$ cat src/hdl/mem_pkg.sv
`default_nettype none

package mem_pkg;

   // data and address width
   localparam int WORD_W = 16;

   // address split for both caches
   localparam int OFFSET_W = 2;
   localparam int INDEX_W  = 3;
   localparam int TAG_W    = WORD_W - INDEX_W - OFFSET_W;   // 11 bits

   localparam int LINE_WORDS = 1 << OFFSET_W;   // words per line
   localparam int NUM_LINES  = 1 << INDEX_W;    // lines per cache

   // field order matches the address bits, msb first
   typedef struct packed {
      logic [TAG_W-1:0]    tag;
      logic [INDEX_W-1:0]  index;
      logic [OFFSET_W-1:0] offset;
   } cache_addr_s;

   // one address word, seen flat or as tag/index/offset
   typedef union packed {
      logic [WORD_W-1:0] word;
      cache_addr_s       fields;
   } cache_addr_u;

endpackage

`default_nettype wire
$ cat src/hdl/icache.sv
`timescale 1ns/1ns
`default_nettype none

module icache (
   input  logic                       clk,
   input  logic                       i_rst_n,
   input  logic [mem_pkg::WORD_W-1:0] i_addr,        // fetch address, held while busy
   input  logic                       i_mem_valid,
   input  logic [mem_pkg::WORD_W-1:0] i_mem_rdata,
   output logic [mem_pkg::WORD_W-1:0] o_data,
   output logic                       o_busy,
   output logic                       o_req,
   output logic [mem_pkg::WORD_W-1:0] o_addr
);
   import mem_pkg::*;

   typedef enum logic {
      S_IDLE,
      S_FILL
   } state_e;

   state_e state_q;

   cache_addr_u lookup_u;
   cache_addr_u fill_u;

   // storage
   logic [NUM_LINES-1:0] valid_q;
   logic [TAG_W-1:0]     tag_q  [0:NUM_LINES-1];
   logic [WORD_W-1:0]    data_q [0:NUM_LINES*LINE_WORDS-1];

   logic                run_q;      // set once reset is released
   logic [OFFSET_W-1:0] word_q;     // word of the line being fetched
   logic                hit;
   logic                last_word;

   assign lookup_u.word = i_addr;

   assign hit = valid_q[lookup_u.fields.index] &&
                (tag_q[lookup_u.fields.index] == lookup_u.fields.tag);

   assign o_data = data_q[{lookup_u.fields.index, lookup_u.fields.offset}];

   // same tag and index, offset walks the line
   always_comb begin
      fill_u = lookup_u;
      fill_u.fields.offset = word_q;
   end

   assign last_word = (word_q == OFFSET_W'(LINE_WORDS - 1));

   assign o_req  = (state_q == S_FILL) && !i_mem_valid;   // drops with each valid
   assign o_addr = fill_u.word;
   assign o_busy = (state_q == S_FILL) || (run_q && !hit);

   always_ff @(posedge clk or negedge i_rst_n) begin
      if (!i_rst_n) begin
         state_q <= S_IDLE;
         run_q   <= 1'b0;
         word_q  <= '0;
         valid_q <= '0;
      end else begin
         run_q <= 1'b1;
         case (state_q)
            S_IDLE: begin
               if (run_q && !hit) begin
                  state_q <= S_FILL;
                  word_q  <= '0;
                  valid_q[lookup_u.fields.index] <= 1'b0;   // line is being replaced
               end
            end
            S_FILL: begin
               if (i_mem_valid) begin
                  word_q <= word_q + 1'b1;
                  if (last_word) begin
                     valid_q[lookup_u.fields.index] <= 1'b1;
                     state_q <= S_IDLE;
                  end
               end
            end
            default: state_q <= S_IDLE;
         endcase
      end
   end

   // line data and tag written as the words come back
   always_ff @(posedge clk) begin
      if ((state_q == S_FILL) && i_mem_valid) begin
         data_q[{lookup_u.fields.index, word_q}] <= i_mem_rdata;
         if (last_word) begin
            tag_q[lookup_u.fields.index] <= lookup_u.fields.tag;
         end
      end
   end

endmodule

`default_nettype wire

$ cat config.mk
export PLATFORM = sky130hd
export DESIGN_NAME = icache
export DESIGN_NICKNAME = d
export VERILOG_FILES = /design/src/hdl/mem_pkg.sv /design/src/hdl/icache.sv
export SDC_FILE = /design/constraint.sdc
export NUM_CORES = 1
export LEC_CHECK = 0
export ABC_AREA = 1
export BUFFER_PORTS_ARGS = -buffer_cell sky130_fd_sc_hd__buf_2
export CAP_MARGIN = 30
export CORE_UTILIZATION = 55
export CTS_BUF_LIST = sky130_fd_sc_hd__clkbuf_8
export DETAILED_ROUTE_END_ITERATION = 12
export GPL_TIMING_DRIVEN = 0
export PLACE_DENSITY = 0.72
export SLEW_MARGIN = 20
export SYNTH_ARGS = -nofsm -noshare
export SYNTH_HDL_FRONTEND = slang
export SYNTH_SLANG_ARGS = --single-unit
$ cat constraint.sdc
create_clock -name clk -period 2.9 [get_ports clk]
set_input_delay 0.58 -clock clk [delete_from_list [all_inputs] [get_ports clk]]
set_output_delay 0.58 -clock clk [all_outputs]
set_load 0.005 [all_outputs]
# Yosys cells after proc, flatten, opt, wreduce, memory -nomap -nowiden

Memory sizes are Yosys's and may differ from the RTL's.
Cells that the tools add are included.

Flip-flop bits (word level): 12
Bits in writable memories: 600
Input bits: 35
Output and inout port bits: 34
Memories: 2

Memories:

| name   | depth | width | read ports | clocked after memory_dff | wr ports | RTL line     | text |
|---|---|---|---|---|---|---|---|
| data_q | 32    | 16    | 1          | 0                        | 1        | icache.sv:30 | `logic [WORD_W-1:0] data_q [0:NUM_LINES*LINE_WORDS-1];` |
| tag_q  | 8     | 11    | 1          | 0                        | 1        | icache.sv:29 | `logic [TAG_W-1:0] tag_q [0:NUM_LINES-1];` |

$add $sub $neg: 1
Magnitude comparators: 2
Eq/ne operators: 5
Multiplexer cells: 20
Bitwise operators: 4
Reduce and logical (&&, ||, !) cells: 10

Operators by type and width:

| operator                                            | number |
|---|---|
| two-way mux 8 bit                                   | 3 |
| case mux 8 bit (2 select lines)                     | 1 |
| equality test 11 bit                                | 1 |
| two-way mux 1 bit                                   | 10 |
| AND 8 bit                                           | 1 |
| inverter 8 bit                                      | 1 |
| OR 8 bit                                            | 1 |
| logical AND 1 bit                                   | 5 |
| < comparator 3 x 4 -> 1 bit, second input constant  | 1 |
| two-way mux 2 bit                                   | 2 |
| != test 2 bit, second input constant                | 2 |
| case mux 2 bit (2 select lines)                     | 1 |
| binary-select mux 1 bit (select 3 bit)              | 1 |
| demux 1 bit (select 3 bit)                          | 1 |
| >= comparator 3 x 1 -> 1 bit, second input constant | 1 |
| AND reduction 3 bit                                 | 1 |
| adder 2 x 1 -> 2 bit, second input constant         | 1 |
| equality test 2 bit, second input constant          | 1 |
| zero test 1 bit                                     | 2 |
| != test 2 x 1 -> 1 bit, second input constant       | 1 |
| case mux 1 bit (2 select lines)                     | 1 |
| AND reduction 2 bit                                 | 1 |
| logical OR 1 bit                                    | 1 |
| inverter 1 bit                                      | 1 |

# Depth between registers and ports, before layout

Word-level depth: 8
Gate-level depth with buffers: 17

# Least setup slack after synthesis

Ideal clock, no wire load.

Path type: input-to-reg
Start: input port i_addr[2] (netlist name)
End: memory data_q[31][0] (enable)
Arrival: 2.199 ns
Slack: 0.311 ns
Cell stages on the path: 7
Buffers on the path: 3
Cells stage by stage: buf_6 > inv_8 > buf_6 > nor2_2 > buf_2 > inv_1 > nor2_1

RTL lines:

| item        | RTL line     | text |
|---|---|---|
| from (decl) | icache.sv:7  | `input logic [mem_pkg::WORD_W-1:0] i_addr,` |
| to (decl)   | icache.sv:30 |  |

Straight into the memory's write port.

# Worst setup path after layout

Start: input port i_addr[1] (netlist name)
End: output port o_data[14] (netlist name)

Cells in the longest elaborated chain, start to end: 1

Ends and longest elaborated chain:

| item                 | RTL line     | text |
|---|---|---|
| memory (32 x 16 bit) | --           |  |
| to (decl)            | icache.sv:10 | `output logic [mem_pkg::WORD_W-1:0] o_data,` |

Every way passes these cells.

==> results.md <==
- Status: finished clean
- Syn avg cell area: about 13 um2
- Data arrival time of the critical path: 2320 ps
- Post-synth ARST share: 0.0196
- DIE WIDTH: around 210 um
- Post-synthesis cell area: about 25000 um2
- Clock Tree Root: clkbuf_8
- Most common cell in the netlist: edfxtp_1
- Mapped Nets: between 2000 and 2500
- Initial antenna violation count: 3
- CTS tree: built
- Synth Warn #: 0
- GRT Util Overall: 0.295
- Yosys cell types: 30
- WHS: 195 ps
- Vias/cell: between 5 and 6
- Die Ht: 215 um
- Core Footprint: 44400 um2
- Total power: ~19 mW
- Nets: 2218
- Seq/Total Area, Yosys: 0.737
- Yosys top cell area share: 0.725
- Synth Register Bits: slightly above 600
- RSZ-0062 raised after global routing: yes
- Mapped Cells: 1982
- Clock sinks: 612
- Hold/Removal Path Class: in2reg
- Max cap viols: 0
- Final setup violation count: 0
- Fin. Hold Viols: 0
- Commonest cells in the netlist: edfxtp_1, nor2_1, nand2_1
- Routed Antenna Nets: 0
- Total number of vias: roughly 17000
- Worst slew margin: 0.419
- Worst EP required: ~2300 ps
- Initial Util: 0.559
- Max rail drop VDD: 690 uV
- Startpoint types: primary input
- # port buffers: 64
- Cell type with the largest total area after synthesis: edfxtp_1
- DRT iter0 DRCs: between 2000 and 2500
- Pleak: around 10 nW
- Post-synth EDFFs: 600
- CP max FO: 10
- Share of cells above drive strength 1: 0.189
- Detailed Place HPWL: about 44000 um
- Die area: approximately 46000 um2
- Final period utilization: 0.999
- Ys flop type: edfxtp_1
- Routed WL per cell: 23.7 um
- Final worst path period need: 2900 ps
- Critical path capture point type: primary output
- TNS Setup: 0 ps
- Drt first pass iters: 6
- Num CTS Buffers: 94
- First-pass GRT wire length: 100000 um
- Area growth syn-to-layout: 15.2%
- DRC: 0
- Clock skew: approximately 27 ps
- CTS clk-pin slew, worst paths: ~60 ps
- Largest net degree at the start of global routing: 33
- Crit Path Class: in2out
- Max-slew violation count: 0
- Synth area leaders: edfxtp_1, nor2_1, nand2_1
- DRT Wirelength: roughly 68000 um
- Util after Layout: 0.644
- I/O pin total: 69
- H-tree depth: 3
- Fmax: roughly 350 MHz
- Total grt overflow: 0
- Max clock buf depth: 3
- FP Rows: a little under 80
- Routability congestion estimate: about 0.91
- Vias in the first global route: around 17000
- Clock insertion delay at the later pin of the skew report: ~700 ps
- P per Cell Area: between 600 and 700 nW/um2
- Worst slew pin tran: 871 ps
## cell families (layout without fill, tap and decap cells)
kind of cell	after synthesis	count (layout)	share of synthesized area
adders and majority gates	4	4	0.00201
buffers and inverters	222	493	0.0428
DFF	612	612	0.737
and+or+nand+nor	869	869	0.142
AOI/OAI and AO/OA	274	274	0.0757
other	1	4	0.000151
## state kept, by name (all words and copies together) (netlist names), named ones only
register / count
data_q: 512
run_q: 1
state_q: 1
tag_q: 88
word_q: 2
## power breakdown
part           internal, mW  total [mW]  switching [mW]
Combinational         0.491        1.69            1.20
Clock                  3.57        6.91            3.34
Sequential             10.0        10.1           0.104
Total                  14.1        18.7            4.65
## worst max-delay path, stage by stage
cell and delay, ps:
clkbuf_2 340, clkbuf_2 380, o21ai_0 180, o32ai_1 210, nand2_1 100, nand4_1 200
or2_1 190, buf_2 130
## path summary, 6_finish.rpt
kind | cells after the start | slack (ps) | end | startpoint
worst max-delay path | 8 | 4 | o_data[14] | i_addr[1]
min in group asynchronous | 2 | 370 | async pin | i_rst_n
max in group asynchronous | 2 | 2300 | run_q$_DFF_PN0_ | i_rst_n
worst min register to register | 2 | 480 | flop | flop
worst max register to register | 6 | 320 | tag_q[3][7]$_DFFE_PP_ | word_q[0]$_DFFE_PN0P_
worst min-delay path | 3 | 200 | word_q[0]$_DFFE_PN0P_ | i_mem_valid
## cell type report
cell class                 instances  area (um2)
sequential                       612       18300
fill                            3256       15800
multi-input combinational       1148        5810
clock buffer                     101        1390
buffer                           122         830
timing repair buffer             101         744
tap                              592         741
clock inverter                    69         402
inverter                         100         383
antenna                            3        7.51
## layer usage
layer	vias to the layer above	routed length, um	global-route usage	share of wire
li1	7479	-	-	-
met1	8205	25500	0.398	0.38
met2	1026	32000	0.469	0.47
met3	161	7300	0.0548	0.11
met4	0	2650	0.134	0.039
met5	-	0	0	0
## cells in the final DEF, fill, tap and decap left out, types with 37 or more instances in the layout
cell type	netlist	final
buf_4	21	37
inv_1	90	108
nor2_2	10	44
nand4_1	37	37
o21ai_0	130	122
o32ai_1	128	108
edfxtp_1	600	600
nand2_1	324	320
nor2_1	439	395
buf_6	13	40
buf_2	37	79
clkbuf_8	0	101
## timing repair
item	CTS	global route
pin swaps	13	15
hold endpoints to repair	12	0
endpoints found under the setup margin	17	17
resized for setup	76	51
hold buffers	1	0
buffers inserted	5	2
## through the flow
stage	std cells	area [um2]	setup slack [ps]
2_1_floorplan	1982	24800	311
3_3_place_gp	2638	25900	-1270
3_5_place_dp	2666	26300	-491
4_1_cts	2842	28500	-18.6
5_1_grt	2845	28600	-66.2
6_report	2848	28600	3.82
Power figures use the tool's default switching activity.
