<file path="src/hdl/mem_pkg.sv">
`default_nettype none

package mem_pkg;

   // data and address width
   localparam int WORD_W = 16;

   // address split for both caches
   localparam int OFFSET_W = 2;
   localparam int INDEX_W  = 3;
   localparam int TAG_W    = WORD_W - INDEX_W - OFFSET_W;   // 11 bits

   localparam int LINE_WORDS = 1 << OFFSET_W;   // words per line
   localparam int NUM_LINES  = 1 << INDEX_W;    // lines per cache

   // field order matches the address bits, msb first
   typedef struct packed {
      logic [TAG_W-1:0]    tag;
      logic [INDEX_W-1:0]  index;
      logic [OFFSET_W-1:0] offset;
   } cache_addr_s;

   // one address word, seen flat or as tag/index/offset
   typedef union packed {
      logic [WORD_W-1:0] word;
      cache_addr_s       fields;
   } cache_addr_u;

endpackage

`default_nettype wire
</file>
<file path="src/hdl/dcache.sv">
`timescale 1ns/1ns
`default_nettype none

module dcache (
   input  logic                       clk,
   input  logic                       i_rst_n,
   input  logic                       i_mem_en,      // read or write request level
   input  logic                       i_wr_en,
   input  logic [mem_pkg::WORD_W-1:0] i_addr,
   input  logic [mem_pkg::WORD_W-1:0] i_wdata,
   input  logic                       i_mem_valid,
   input  logic [mem_pkg::WORD_W-1:0] i_mem_rdata,
   output logic [mem_pkg::WORD_W-1:0] o_data,
   output logic                       o_busy,
   output logic                       o_req,
   output logic                       o_wr,
   output logic [mem_pkg::WORD_W-1:0] o_addr,
   output logic [mem_pkg::WORD_W-1:0] o_wdata
);
   import mem_pkg::*;

   typedef enum logic [1:0] {
      S_IDLE,
      S_FILL,     // read miss, fetching the line
      S_WRITE,    // write through in flight
      S_WDONE     // one cycle with busy low after the write
   } state_e;

   state_e state_q;

   cache_addr_u lookup_u;
   cache_addr_u fill_u;

   logic [NUM_LINES-1:0] valid_q;
   logic [TAG_W-1:0]     tag_q  [0:NUM_LINES-1];
   logic [WORD_W-1:0]    data_q [0:NUM_LINES*LINE_WORDS-1];

   logic                run_q;
   logic [OFFSET_W-1:0] word_q;
   logic                hit;
   logic                last_word;
   logic                rd_req;
   logic                wr_req;

   assign lookup_u.word = i_addr;

   assign hit = valid_q[lookup_u.fields.index] &&
                (tag_q[lookup_u.fields.index] == lookup_u.fields.tag);

   assign o_data = data_q[{lookup_u.fields.index, lookup_u.fields.offset}];

   always_comb begin
      fill_u = lookup_u;
      fill_u.fields.offset = word_q;
   end

   assign last_word = (word_q == OFFSET_W'(LINE_WORDS - 1));

   assign rd_req = run_q && i_mem_en && !i_wr_en;
   assign wr_req = run_q && i_mem_en && i_wr_en;

   // busy from the request cycle on, except for a read hit
   assign o_busy = (state_q == S_FILL) || (state_q == S_WRITE) ||
                   ((state_q == S_IDLE) && (wr_req || (rd_req && !hit)));

   assign o_req   = ((state_q == S_FILL) || (state_q == S_WRITE)) && !i_mem_valid;
   assign o_wr    = (state_q == S_WRITE);
   assign o_addr  = (state_q == S_WRITE) ? lookup_u.word : fill_u.word;
   assign o_wdata = i_wdata;   // requester holds it while busy

   always_ff @(posedge clk or negedge i_rst_n) begin
      if (!i_rst_n) begin
         state_q <= S_IDLE;
         run_q   <= 1'b0;
         word_q  <= '0;
         valid_q <= '0;
      end else begin
         run_q <= 1'b1;
         case (state_q)
            S_IDLE: begin
               if (wr_req) begin
                  state_q <= S_WRITE;
               end else if (rd_req && !hit) begin
                  state_q <= S_FILL;
                  word_q  <= '0;
                  valid_q[lookup_u.fields.index] <= 1'b0;
               end
            end
            S_FILL: begin
               if (i_mem_valid) begin
                  word_q <= word_q + 1'b1;
                  if (last_word) begin
                     valid_q[lookup_u.fields.index] <= 1'b1;
                     state_q <= S_IDLE;
                  end
               end
            end
            S_WRITE: begin
               if (i_mem_valid) begin
                  state_q <= S_WDONE;
               end
            end
            S_WDONE: state_q <= S_IDLE;
            default: state_q <= S_IDLE;
         endcase
      end
   end

   always_ff @(posedge clk) begin
      if ((state_q == S_FILL) && i_mem_valid) begin
         data_q[{lookup_u.fields.index, word_q}] <= i_mem_rdata;
         if (last_word) begin
            tag_q[lookup_u.fields.index] <= lookup_u.fields.tag;
         end
      end else if ((state_q == S_WRITE) && i_mem_valid && hit) begin
         // write hit keeps the cached copy current, a miss leaves it alone
         data_q[{lookup_u.fields.index, lookup_u.fields.offset}] <= i_wdata;
      end
   end

endmodule

`default_nettype wire

</file>
<file path="config.mk">
export PLATFORM = sky130hd
export DESIGN_NAME = dcache
export DESIGN_NICKNAME = d
export VERILOG_FILES = /design/src/hdl/mem_pkg.sv /design/src/hdl/dcache.sv
export SDC_FILE = /design/constraint.sdc
export NUM_CORES = 1
export LEC_CHECK = 0
export BUFFER_PORTS_ARGS = -buffer_cell sky130_fd_sc_hd__buf_4
export CAP_MARGIN = 0
export CORE_AREA = 2 2 445 226
export CTS_BUF_LIST = sky130_fd_sc_hd__clkbuf_8
export CTS_CLUSTER_DIAMETER = 150
export DETAILED_ROUTE_END_ITERATION = 10
export DIE_AREA = 0 0 447 228
export PLACE_DENSITY = 0.44
export SLEW_MARGIN = 20
export SYNTH_ARGS = -nofsm -noshare
export SYNTH_HDL_FRONTEND = slang
export SYNTH_SLANG_ARGS = --single-unit
</file>
<file path="constraint.sdc">
create_clock -name clk -period 3.8 [get_ports clk]
set_clock_uncertainty 0.15 [all_clocks]
set_input_delay 0.76 -clock clk [delete_from_list [all_inputs] [get_ports clk]]
set_output_delay 0.76 -clock clk [all_outputs]
set_load 0.1 [all_outputs]
</file>
* Word-level counts from Yosys, hierarchy flattened
Memory sizes are Yosys's and may differ from the RTL's.
Cells that the tools add are included.
** Storage, ports and cells
- Bits in registers :: 13
- Memory bits (writable) :: 600
- Input port bits :: 53
- Memories kept :: 2
- Logic and storage cells :: 77
- Output and inout port bits :: 51
** Memory list
- data_q :: depth 32, bits a word 16, read ports 1, clocked after memory_dff 0, wr ports 1, line dcache.sv:36 : logic [WORD_W-1:0] data_q [0:NUM_LINES*LINE_WORDS-1];
- tag_q :: depth 8, bits a word 11, read ports 1, clocked after memory_dff 0, wr ports 1, line dcache.sv:35 : logic [TAG_W-1:0] tag_q [0:NUM_LINES-1];
** Operators by class
- Reduce and logical (&&, ||, !) cells :: 23
- $lt $le $gt $ge :: 2
- Equal/unequal tests :: 11
- $add $sub $neg :: 1
- Mux-type cells :: 31
- Bitwise gates (word level) :: 3
** Operators with widths (count)
- 8-bit 2-to-1 mux :: 4
- 2-bit 2-to-1 mux :: 9
- 16-bit 2-to-1 mux :: 1
- 8-bit one-hot mux with 2 select lines :: 1
- 16-bit OR reduction :: 1
- 11-bit equality test :: 1
- 1-bit logical AND :: 11
- 1-bit 2-to-1 mux :: 11
- 8-bit AND :: 1
- 2-bit != test, second input constant :: 4
- 8-bit NOT :: 1
- 8-bit OR :: 1
- 2-bit one-hot mux with 4 select lines :: 1
- 4-bit AND reduction :: 2
- 2-bit equality test, second input constant :: 3
- 5-bit 2-to-1 mux :: 1
- 5-bit AND reduction :: 1
- 3-bit by 4-bit less-than comparator with 1-bit output, second input constant :: 1
- 2-bit one-hot mux with 2 select lines :: 1
- 1-bit binary-select mux with 3-bit select :: 1
- 1-bit demux with 3-bit select :: 1
- 3-bit by 1-bit greater-or-equal comparator with 1-bit output, second input constant :: 1
- 1-bit zero test :: 3
- 1-bit logical OR :: 3
- 6 further kinds :: 6

* Logic depth before layout (Yosys ltp)
Gate-level depths: netlist of the first run.
- Depth in word-level cells :: 9
- Depth in mapped cells :: 11
- Depth with buffers taken out :: 8

* Worst setup path before layout of the first run
Ideal clock, no wire load.
- Kind :: input port to output port
- Start :: in i_addr[0] in the netlist's numbering
- End :: out o_data[5] in the netlist's numbering
- Arrival :: 3.520 ns
- Path buffers :: 3
- Required time :: 2.890 ns
- Slack :: -0.630 ns
- Stages on the path :: 6
- Path through :: clkbuf_1 -> buf_1 -> buf_1 -> mux4_2 -> a22oi_1 -> nand4_1
** On the way
- Word-level cells in the longest chain between the ends :: 1
** Ends and longest elaborated chain
- start: declaration :: line dcache.sv:9 : input logic [mem_pkg::WORD_W-1:0] i_addr,
- memory 32 x 16 bit
- end: declaration :: line dcache.sv:13 : output logic [mem_pkg::WORD_W-1:0] o_data,
No other way between the ends.

* Final worst setup path of the first run
- Start :: mem tag_q[3][7] in the netlist's numbering
- End :: out o_busy
** On the way
- Word-level cells in the longest chain between the ends :: 8
** Ends and longest elaborated chain
- start: declaration :: line dcache.sv:35
- memory 8 x 11 bit
- 11-bit equality test :: line dcache.sv:48 : (tag_q[lookup_u.fields.index] == lookup_u.fields.tag);
- 1-bit logical AND :: line dcache.sv:47 : assign hit = valid_q[lookup_u.fields.index] &&
- 1-bit zero test :: line dcache.sv:64 : ((state_q == S_IDLE) && (wr_req || (rd_req && !hit)));
- 1-bit logical AND :: line dcache.sv:64
- 1-bit logical OR :: line dcache.sv:64
- 1-bit logical AND :: line dcache.sv:64
- 1-bit logical OR :: line dcache.sv:63 : assign o_busy = (state_q == S_FILL) || (state_q == S_WRITE) ||
- end: declaration :: line dcache.sv:14 : output logic o_busy,
No other way between the ends.

==> results of run 1 <==
==> how the worst max path moves through the flow <==
| stage | depth (start not counted) | slack, ns | startpoint | end |
|---|---|---|---|---|
| after floorplan | 9 | -0.09 | i_addr[2] | data_q[7][0] |
| after detailed placement | 14 | -0.79 | i_addr[2] | data_q[26][11] |
| after CTS | 10 | -0.57 | tag_q[2][10] | o_busy |
| final | 9 | -0.28 | tag_q[3][7] | o_busy |
| after global routing | 9 | -0.54 | tag_q[3][7] | o_busy |
| after global placement | 14 | -0.81 | i_addr[2] | data_q[26][11] |
==> per-stage QoR <==
step	cell area, µm²	total power (µW)	utilization (%)	setup TNS (ns)
2_1_floorplan	24600	9140	-	-21.95
3_3_place_gp	28600	9920	29.0	-660.91
3_5_place_dp	28600	9940	29.0	-656.70
4_1_cts	30500	15300	30.9	-0.752
5_1_grt	30800	15700	31.2	-0.593
6_report	30800	15100	31.2	-0.283
==> repair_timing <==
action                                  in CTS  in global routing
hold buffers                                 1                  0
pin swaps                                    7                  9
resized for setup                           32                 33
cloned                                       0                  3
endpoints found under the setup margin      15                517
buffers inserted                             3                  5
hold endpoints to repair                    13                  0
==> flip-flops by register name, indices dropped and copies added (netlist names), named ones only <==
register / count
word_q: 2
tag_q: 88
state_q: 2
data_q: 512
run_q: 1
==> worst reg2reg max path: cells and delay by family, from the launching register on <==
family / cells / cell delay [ns]
flops: 1 / 0.38
compound gates: 1 / 0.13
mux: 3 / 0.76
xor+xnor: 1 / 0.20
buf+inv: 7 / 1.27
simple gates: 2 / 0.45
==> cells in the final DEF, fill, tap and decap left out, types with 7 or more instances in the layout <==
cell / n
mux2_2: 24
nor2_4: 16
clkinv_1: 30
nor2_2: 17
nand2b_1: 7
nand4_1: 17
a21oi_1: 7
buf_4: 208
a22oi_1: 61
dfrtp_1: 13
nor2_1: 25
nand2_1: 21
o31ai_1: 7
clkinv_2: 9
buf_12: 63
mux4_2: 143
mux2i_1: 21
inv_1: 31
edfxtp_1: 600
clkbuf_8: 95
a31oi_1: 7
buf_6: 18
==> power groups by stage <==
stage | sequential [µW] | clock, µW | combinational, µW
finish | 7630 | 5220 | 2260
CTS | 7630 | 5430 | 2230
global route | 7640 | 5710 | 2390
floorplan | 7740 | 0 | 1400
global placement | 7770 | 0 | 2150
detailed placement | 7770 | 0 | 2170
==> synth_stat cells, drive strengths merged, types with 9 or more instances <==
| cell | count | area, µm² |
|---|---|---|
| nand2 | 22 | 82.6 |
| nand4 | 17 | 106 |
| mux2i | 25 | 262 |
| nor2 | 58 | 218 |
| nor2b | 9 | 56.3 |
| edfxtp | 600 | 18000 |
| a22oi | 67 | 503 |
| dfrtp | 13 | 325 |
| mux2 | 26 | 293 |
| mux4 | 143 | 3220 |
| buf | 57 | 377 |
| a31oi | 9 | 56.3 |
| clkbuf | 37 | 140 |
==> per-layer routing <==
metal  routed length, µm  GRT usage (%)
met5                   0              0
met4                1200           3.54
met3                5340           4.02
met2               31100           19.7
met1               37700           23.0
==> cell families after synthesis <==
| logic type | Yosys count | synth area share, % |
|---|---|---|
| AO/OA/AOI/OAI | 121 | 3.70 |
| XOR/XNOR | 6 | 0.216 |
| adder cells (fa/ha/maj) | 4 | 0.205 |
| buffers and inverters | 99 | 2.20 |
| flip-flops | 613 | 75.2 |
| multiplexers | 194 | 15.5 |
| other | 1 | 0.0154 |
| AND/OR/NAND/NOR | 143 | 2.97 |
==> cell type report <==
cell class                      count  area, µm²
Timing Repair Buffer              297       3180
Clock inverter                     76        433
Inverter                            5       18.8
Tap cell                         1344       1680
Clock buffer                       95       1310
Antenna cell                        4       10.0
Multi-Input combinational cell    469       5810
Fill cell                        9592      67900
Sequential cell                   613      18300
==> summary.md, run 1 <==
| Metric | Value |
|---|---|
| Status | finished, violations left |
| Failing checks | setup timing |
| CP Data Required Time | about 2.9 ns |
| HP Start | i_addr[6] |
| Number of H-tree levels | 3 |
| Clock root buffer | clkbuf_8 |
| Yosys warns | 0 |
| Reg2reg end | data_q[24][15] |
| Grt ovf | 0 |
| Slew @ Worst Pin | between 0.9 and 1 ns |
| Max incr delay on CP | roughly 0.49 ns |
| Worst Hold Depth | 1 |
| Placement Rows | between 80 and 90 |
| Die Area | ~100,000 µm² |
| R2R cell count | 14 |
| Fin. Hold Viols | 0 |
| Final Max Slew Viols | 0 |
| Power Dens Cells | 491 nW/µm² |
| Syn avg cell area | between 20 and 25 µm² |
| Reg2reg setup slack | about 0.09 ns |
| Slew headroom | roughly 33% |
| Lkg Pwr | 0.0100 µW |
| Final wirelength | ~75 mm |
| Core Region | approximately 100,000 µm² |
| Worst-skew pair later-pin latency | 0.76 ns |
| Internal power | roughly 11,000 µW |
| Largest net degree at the start of global routing | 33 |
| Clock Tree Buf Depth | 3 |
| Die height | ~230 µm |
| DR pass1 iterations | 7 |
| Hold path endpoint | tag_q[1][1] |
| Pre-CTS setup slack | -0.789 ns |
| Routed via count | 13,100 |
| Area growth from synthesis to layout | 26.2% |
| Max-cap viol count | 0 |
| Slack of the critical path | -0.283 ns |
| RR Startpoint | tag_q[2][10] |
| HPWL after DPL | ~49 mm |
| Total CTS buffers | 94 |
| Clock sinks | 613 |
| Placed Cells | between 2,000 and 3,000 |
| Initial antenna violation count | 3 |
| Worst EP arrival | between 3 and 4 ns |
| Worst-path cell chain | mux4_2 > mux2i_1 > xor2_1 > o211ai_1 > nor4_4 > buf_12 > nand2b_4 > a41o_4 > buf_12 |
| Yosys cell types | 57 |
| Post-synth EDFFs | 600 |
| Buffers added on ports | 103 |
| Vias/cell | about 4.5 |
| CP Max Fanout | 3 |
| Post-synth ARST share | about 2.1% |
| Die width | around 450 µm |
| Clock power frac | between 30% and 40% |
| Slowest CP cell | mux4_2 |
| Critical path's most frequent cell | buf_12 |
| DRC viols | 0 |
| Logic gate share of total power | 14.9% |
| CP startpoint kind | flip-flop |
| Tmin final | 4.08 ns |
| Layout cell share with drive strength beyond 1 | about two fifths |
| GRT Total Usage | between 10% and 20% |
| Routed Antenna Nets | 0 |
| Post-synthesis sequential area ratio | about three quarters |
| First-pass GRT wire length | just over 100 mm |
| CP Buf/Inv Count | 2 |
| Unrepaired setup endpoints after global routing | true |
| Setup violations, final | 1 |
| Nets | 1,537 |
| CTS tree | built |
| Worst Setup End Kind | primary output |
| Final Hold Slack | approximately 0.11 ns |
| RePlAce Congestion | between 0.7 and 0.8 |
| Non-filler cells, final | 2,903 |
| Initial Util | roughly a quarter |
| Post-synth top flop | edfxtp_1 |
| Synth Instances | roughly 1,200 |
| Part of the power in registers | between 50% and 60% |
| WL per Instance | roughly 26 µm |
| Clk pin slew, worst setup/hold paths | ~0.070 ns |
| Worst hold path class | in -> reg |
| NetSw | ~4200 µW |
| Vias in the first global route | 13,200 |
| Switching share of power | between 20% and 30% |
| Tcrit/Tclk final | 107% |
| Initial DRC Count | ~1,200 |
| Setup CP Type | reg -> out |
| Worst path top cell family by delay | multiplexers |
| Synthesis-stage register bit count | 613 |
| Fmax achieved | roughly 0.24 GHz |
| Syn nets | roughly 1,200 |
| Max IR drop VDD | 222 µV |
| IO Pins | between 100 and 150 |
| Mapped Area | around 24,000 µm² |
(Power assumes the default switching activity.)
==> run 2, diff against run 1 <==
Settings changed: PLACE_DENSITY 0.44 to 0.45.
==> run 2 against run 1 <==
The run still ends with setup timing left. Count of clock-buffer cells in the layout decreased by 3. Design area about the same. Fmax increased by 1.7%. Register-to-register slack improved by 0.15 ns. Critical path type is now in -> out.
==> summary.md, run 2 (same netlist as run 1, synthesis figures left out) <==
| Metric | Value |
|---|---|
| Status | finished, violations left |
| Failing checks | setup timing |
| Max-cap viol count | 0 (unchanged) |
| Unrepaired setup endpoints after global routing | true |
| Biggest regs | data_q x512, tag_q x88 |
| Worst-skew pair later-pin latency | 0.74 ns (-0.02 ns) |
| Initial antenna violation count | 3 (unchanged) |
| First-pass GRT wire length | 104 mm (about the same) |
| Routed Antenna Nets | 0 (unchanged) |
| Tot Pwr | 15,500 µW (+2.4%) |
| RR Startpoint | tag_q[3][1] |
| Hold path endpoint | tag_q[2][7] |
| Fin. Hold Viols | 0 (unchanged) |
| Most frequent cells in the layout | edfxtp_1, buf_4, mux4_2 |
| Worst EP arrival | 3.11 ns (-0.06 ns) |
| Die width | 447 µm (unchanged) |
| Area growth from synthesis to layout | 26.2% (about the same) |
| GRT Total Usage | 14.5% (-0.14 points) |
| Max incr delay on CP | 0.48 ns (about the same) |
| CP Buf/Inv Count | 4 (+2) |
| Core Util, Final | 31.2% (about the same) |
| DRC viols | 0 (unchanged) |
| Tmin final | 4.02 ns (-0.0673 ns) |
| Fmax achieved | 0.249 GHz (+1.7%) |
| Total CTS buffers | 92 (-2.1%) |
| Worst hold path class | in -> reg |
| CP Data Required Time | 2.89 ns (about the same) |
| Power Dens Cells | 503 nW/µm² (+2.4%) |
| Commonest non-fill, non-tap cell in the layout | edfxtp_1 |
| Max reg flops | 512 (unchanged) |
| Multi-input gate area | 5730 µm² (-1.4%) |
| Placement Rows | 82 (unchanged) |
| RePlAce Congestion | 0.785 (+0.84%) |
| Layout cell share with drive strength beyond 1 | 41.2% (+0.15 points) |
| Largest register by flop count | data_q |
| Clock root buffer | clkbuf_8 |
| Worst Hold Depth | 1 (unchanged) |
| Largest net degree at the start of global routing | 33 (unchanged) |
| R2R cell count | 12 (-2) |
| Non-filler cells, final | 2,892 (-0.38%) |
| Clock sinks | 613 (unchanged) |
| Initial DRC Count | 1,467 (+22%) |
| CP Max Fanout | 17 (+14) |
| HP Start | i_addr[12] |
| Slowest CP cell | mux4_2 |
| DR pass1 iterations | 5 (-2) |
| Setup CP Type | in -> out |
| Die height | 228 µm (unchanged) |
| Die Area | 102,000 µm² (unchanged) |
| Setup violations, final | 1 (unchanged) |
| Worst Setup End Kind | primary output |
| Max IR drop VDD | 238 µV (+7.2%) |
| Reg area | 18,300 µm² (unchanged) |
| Grt ovf | 0 (unchanged) |
| Buffers added on ports | 103 (unchanged) |
| Reg2reg setup slack | 0.24 ns (+0.15 ns) |
| Nets | 1,528 (-0.59%) |
| Final Hold Slack | 0.135 ns (+0.0275 ns) |
| WL per Instance | 25.7 µm (-0.91%) |
| Worst path top cell family by delay | compound AO/OA/AOI/OAI gates |
| HPWL after DPL | 50.5 mm (+2.3%) |
| Core Region | 98,700 µm² (unchanged) |
| Placed Cells | 2,716 (-0.074%) |
| Vias/cell | 4.53 (+0.20%) |
| Lkg Pwr | 0.0100 µW (about the same) |
| Reg2reg end | data_q[22][8] |
| Setup tns final | -0.216 ns (+0.0673 ns) |
| Tcrit/Tclk final | 106% (-1.8 points) |
| Worst-path cell chain | buf_6 > buf_4 > nand2b_1 > mux4_2 > a21boi_0 > o221ai_1 > nor4_4 > buf_12 > nand2b_4 > a41o_4 > buf_12 |
| Final Max Slew Viols | 0 (unchanged) |
| Clk pin slew, worst setup/hold paths | 0.06 ns (about the same) |
| Initial Util | 24.7% (unchanged) |
| Critical path's most frequent cell | buf_12 |
| Vias in the first global route | 13,300 (+0.35%) |
| Clock Tree Buf Depth | 3 (unchanged) |
| # fillers | 9,566 (-0.27%) |
| IO Pins | 104 (unchanged) |
| Slack of the critical path | -0.216 ns (+0.0673 ns) |
| Number of H-tree levels | 3 (unchanged) |
| Slew headroom | 46.0% (+13 points) |
| CP startpoint kind | primary input |
| Slew @ Worst Pin | 0.806 ns (-0.189 ns) |
| Routed via count | 13,100 (-0.18%) |
| Final wirelength | 74.3 mm (-1.3%) |
| CTS tree | built |
## run 2: changes by cell type in the layout (fill, tap and decap cells not counted), moves of 4 or more
cell       before  now
clkinv_1       30   26
inv_1          31   25
buf_6          18   11
nor2_4         16    1
clkinv_2        9   14
bufinv_16       3    8
buf_12         63   70
nor2_2         17   31
## run 2: per-layer routing
layer / track usage (%) / part of all wire (%) / vias up
li1: - / - / 5520
met4: 3.32 / 1.7 / 0
met1: 22.8 / 50 / 7052
met5: 0 / 0 / -
met2: 19.4 / 41 / 452
met3: 4.18 / 7.4 / 89
## run 2: where the power goes
part / switching [µW] / internal, µW
registers: 77.0 / 7560
clock network: 2760 / 2870
logic: 1450 / 757
total: 4290 / 11200
## run 2: final cells by class
cell class,instances,share of cell area (%)
tap,1344,5.47
clock buffer,92,4.12
antenna,1,0.00813
multi-input combinational,469,18.6
inverter,5,0.0610
timing repair buffer,290,10.2
clock inverter,78,1.98
sequential,613,59.6
## run 2: repair_timing
action | 4_1_cts | 5_1_grt
hold endpoints to repair | 13 | 0
buffers inserted | 6 | 0
pin swaps | 5 | 6
gates cloned | 0 | 0
endpoints found under the setup margin | 9 | 331
gates resized for setup | 15 | 14
hold buffers | 1 | 0
## run 2: worst max-delay path by stage
stage                     endpoint  cells past startpoint          from
global route                o_busy                      9   tag_q[4][7]
finish                      o_busy                     11     i_addr[2]
CTS                         o_busy                     10  tag_q[7][10]
global placement    data_q[22][10]                     14     i_addr[2]
detailed placement   data_q[5][11]                     11     i_addr[2]
floorplan             data_q[7][0]                      9     i_addr[2]
## run 2: metrics by stage
step           setup WS (ns)  cell area, µm²
5_1_grt               -0.363           30800
4_1_cts               -0.421           30700
2_1_floorplan        -0.0932           24600
3_5_place_dp          -0.695           28700
3_3_place_gp          -0.767           28700
6_report              -0.216           30800
==> run 3, diff against run 2 <==
--- a/config.mk
+++ b/config.mk
@@ -14,4 +14,5 @@
 export DIE_AREA = 0 0 447 228
 export PLACE_DENSITY = 0.45
+export SETUP_SLACK_MARGIN = 0.3
 export SLEW_MARGIN = 20
 export SYNTH_ARGS = -nofsm -noshare
==> constraint.sdc (replaced) <==
create_clock -name clk -period 3.8 [get_ports clk]
set_clock_uncertainty 0.15 [all_clocks]
set_input_delay 0 -clock clk [delete_from_list [all_inputs] [get_ports clk]]
set_output_delay 0 -clock clk [all_outputs]
set_load 0.1 [all_outputs]
==> run 3 against run 2 <==
The run now ends clean. Setup slack better by 0.56 ns. Non-clock buffer count is 4 lower. Worst hold slack worse by 0.048 ns. Combinational power is 2% lower. Cell count is 0.55% lower. Count of clock-buffer cells in the layout is 2 lower. Design area is 1.3% lower. Clock power is 4.4% lower. Register-to-register slack better by 0.14 ns.
==> summary.md, run 3 (same netlist as run 1, synthesis figures left out) <==
| Metric | Value |
|---|---|
| Status | completed |
| Die width | 447 µm (unchanged) |
| Initial DRC Count | 1,360 (-7.3%) |
| NetSw | 4200 µW (-2.0%) |
| Clk pin slew, worst setup/hold paths | 0.07 ns (about the same) |
| Most frequent cells in the layout | edfxtp_1, buf_4, mux4_2 |
| CP Buf/Inv Count | 3 (-1) |
| Part of the power in registers | 50.3% (+0.9 points) |
| Clock Tree Buf Depth | 3 (unchanged) |
| Die Area | 102,000 µm² (unchanged) |
| Nets | 1,521 (-0.46%) |
| HPWL after DPL | 46.6 mm (-7.6%) |
| Total CTS buffers | 89 (-3.3%) |
| RR Startpoint | tag_q[7][1] |
| Tmin final | 3.45 ns (-0.561 ns) |
| Power Dens Cells | 499 nW/µm² (-0.72%) |
| Worst-path cell chain | mux4_2 > mux2i_2 > xor2_1 > o2111ai_2 > buf_4 > nor4_4 > buf_6 > nand2b_4 > a41o_4 > buf_12 |
| Setup CP Type | reg -> out |
| Grt ovf | 0 (unchanged) |
| CP Max Fanout | 2 (-15) |
| Tcrit/Tclk final | 90.9% (-15 points) |
| RePlAce Congestion | 0.783 (-0.19%) |
| HP Start | i_mem_valid |
| CP Data Required Time | 3.65 ns (+0.76 ns) |
| CP startpoint kind | flip-flop |
| Switching share of power | 27.7% (about the same) |
| Initial Util | 24.7% (unchanged) |
| Buffers added on ports | 103 (unchanged) |
| Vias/cell | 4.55 (+0.42%) |
| Uppermost layer routed | met4 |
| CTS tree | built |
| Lkg Pwr | 0.00978 µW (-2.4%) |
| First-pass GRT wire length | 102 mm (-2.0%) |
| Unrepaired setup endpoints after global routing | true |
| Metal2 WL | 28.2 mm (-7.5%) |
| WL met3 | 6.55 mm (+19%) |
| Clock power frac | 35.5% (-0.9 points) |
| Clock sinks | 613 (unchanged) |
| Max reg flops | 512 (unchanged) |
| Number of H-tree levels | 3 (unchanged) |
| Setup tns final | 0 ns (+0.216 ns) |
| Die height | 228 µm (unchanged) |
| Crit. Startpoint | tag_q[7][1] |
| WL per Instance | 25.4 µm (-1.1%) |
| Vias in the first global route | 13,200 (-0.38%) |
| Core Region | 98,700 µm² (unchanged) |
| Slew @ Worst Pin | 0.774 ns (-0.0326 ns) |
| Worst path top cell family by delay | multiplexers |
| GRT Total Usage | 14.3% (-0.26 points) |
| Setup violations, final | 0 (-1) |
| Max IR drop VDD | 216 µV (-9.3%) |
| Area growth from synthesis to layout | 24.6% |
| Commonest non-fill, non-tap cell in the layout | edfxtp_1 |
| DR pass1 iterations | 7 (+2) |
| Biggest regs | data_q x512, tag_q x88 |
| Worst hold path class | in -> reg |
| Logic gate share of total power | 14.2% (about the same) |
| Placement Rows | 82 (unchanged) |
| Layout cell share with drive strength beyond 1 | 35.8% (-5.5 points) |
| Initial antenna violation count | 6 (+3) |
| IO Pins | 104 (unchanged) |
| Final wirelength | 73.0 mm (-1.7%) |
| Core Util, Final | 30.8% (-0.40 points) |
| Clock root buffer | clkbuf_8 |
| DRC viols | 0 (unchanged) |
| Worst Setup End Kind | primary output |
| Fin. Hold Viols | 0 (unchanged) |
| Worst-skew pair later-pin latency | 0.75 ns (about the same) |
| Fmax achieved | 0.289 GHz (+16%) |
| Internal power | 11,000 µW (-2.0%) |
| Largest net degree at the start of global routing | 48 (+45%) |
| Largest register by flop count | data_q |
| Routed via count | 13,100 (-0.14%) |
| Worst EP arrival | 3.30 ns (+0.19 ns) |
| Max-cap viol count | 0 (unchanged) |
| Slew headroom | 48.4% (+2.4 points) |
| Met1 Wirelength | 37.1 mm (+0.25%) |
| Routed Antenna Nets | 0 (unchanged) |
| Final Max Slew Viols | 0 (unchanged) |
| Slowest CP cell | mux4_2 |
| Max incr delay on CP | 0.48 ns (about the same) |
run 3: stage by stage:
step	power (µW)	std cells	setup WS, ns	instance area [µm²]	hold WS, ns
after CTS	15300	2870	0.116	30100	0.0247
after global placement	9760	2641	0.234	27600	-0.278
after floorplan	9070	1181	0.439	24400	-0.446
after detailed placement	9780	2641	0.210	27600	-0.278
final	15200	2876	0.345	30400	0.0875
after global routing	15700	2875	0.180	30400	0.0764
run 3: what timing repair did:
action / CTS / global route
hold buffers: 67 / 0
buffers inserted: 4 / 3
gates resized for setup: 27 / 39
hold endpoints to repair: 625 / 0
pin swaps: 9 / 16
setup endpoints to repair: 649 / 888
cloned: 1 / 1
run 3: power groups by stage:
stage               clock network [µW]  logic (µW)  registers (µW)
detailed placement                   0        2010            7770
floorplan                            0        1330            7740
CTS                               5540        2130            7620
finish                            5380        2150            7620
global placement                     0        2000            7760
global route                      5830        2280            7630
run 3: final cells by class:
class	count	area (µm²)
sequential	613	18300
antenna	2	5.00
clock inverter	67	499
clock buffer	90	1240
timing repair buffer	286	2820
multi-input combinational	469	5770
fill	9634	68300
inverter	5	18.8
tap	1344	1680
run 3: path summary, 6_finish.rpt:
check / slack (ns) / cells past startpoint / endpoint
hold / removal: 0.09 / 4 / word_q[1]
setup reg to reg: 0.38 / 11 / data_q[2][15]
hold reg to reg: 0.43 / 2 / flip-flop
setup / recovery: 0.35 / 10 / o_busy
min in group asynchronous: 0.31 / 3 / async pin
max in group asynchronous: 2.70 / 3 / state_q[1]
run 3: routing by layer:
metal	track usage (%)	up-vias
met5	0	-
met4	3.56	0
met3	3.86	86
met2	17.9	453
met1	23.4	7057
li1	-	5499
run 3: worst register-to-register path, stage by stage, from the launching register on:
cell       delay (ns)
edfxtp_1         0.36
mux4_2           0.48
mux2i_2          0.20
xor2_1           0.27
o2111ai_2        0.19
buf_4            0.18
nor4_4           0.26
buf_6            0.18
buf_6            0.18
a31oi_4          0.15
nor2_4           0.30
buf_12           0.20
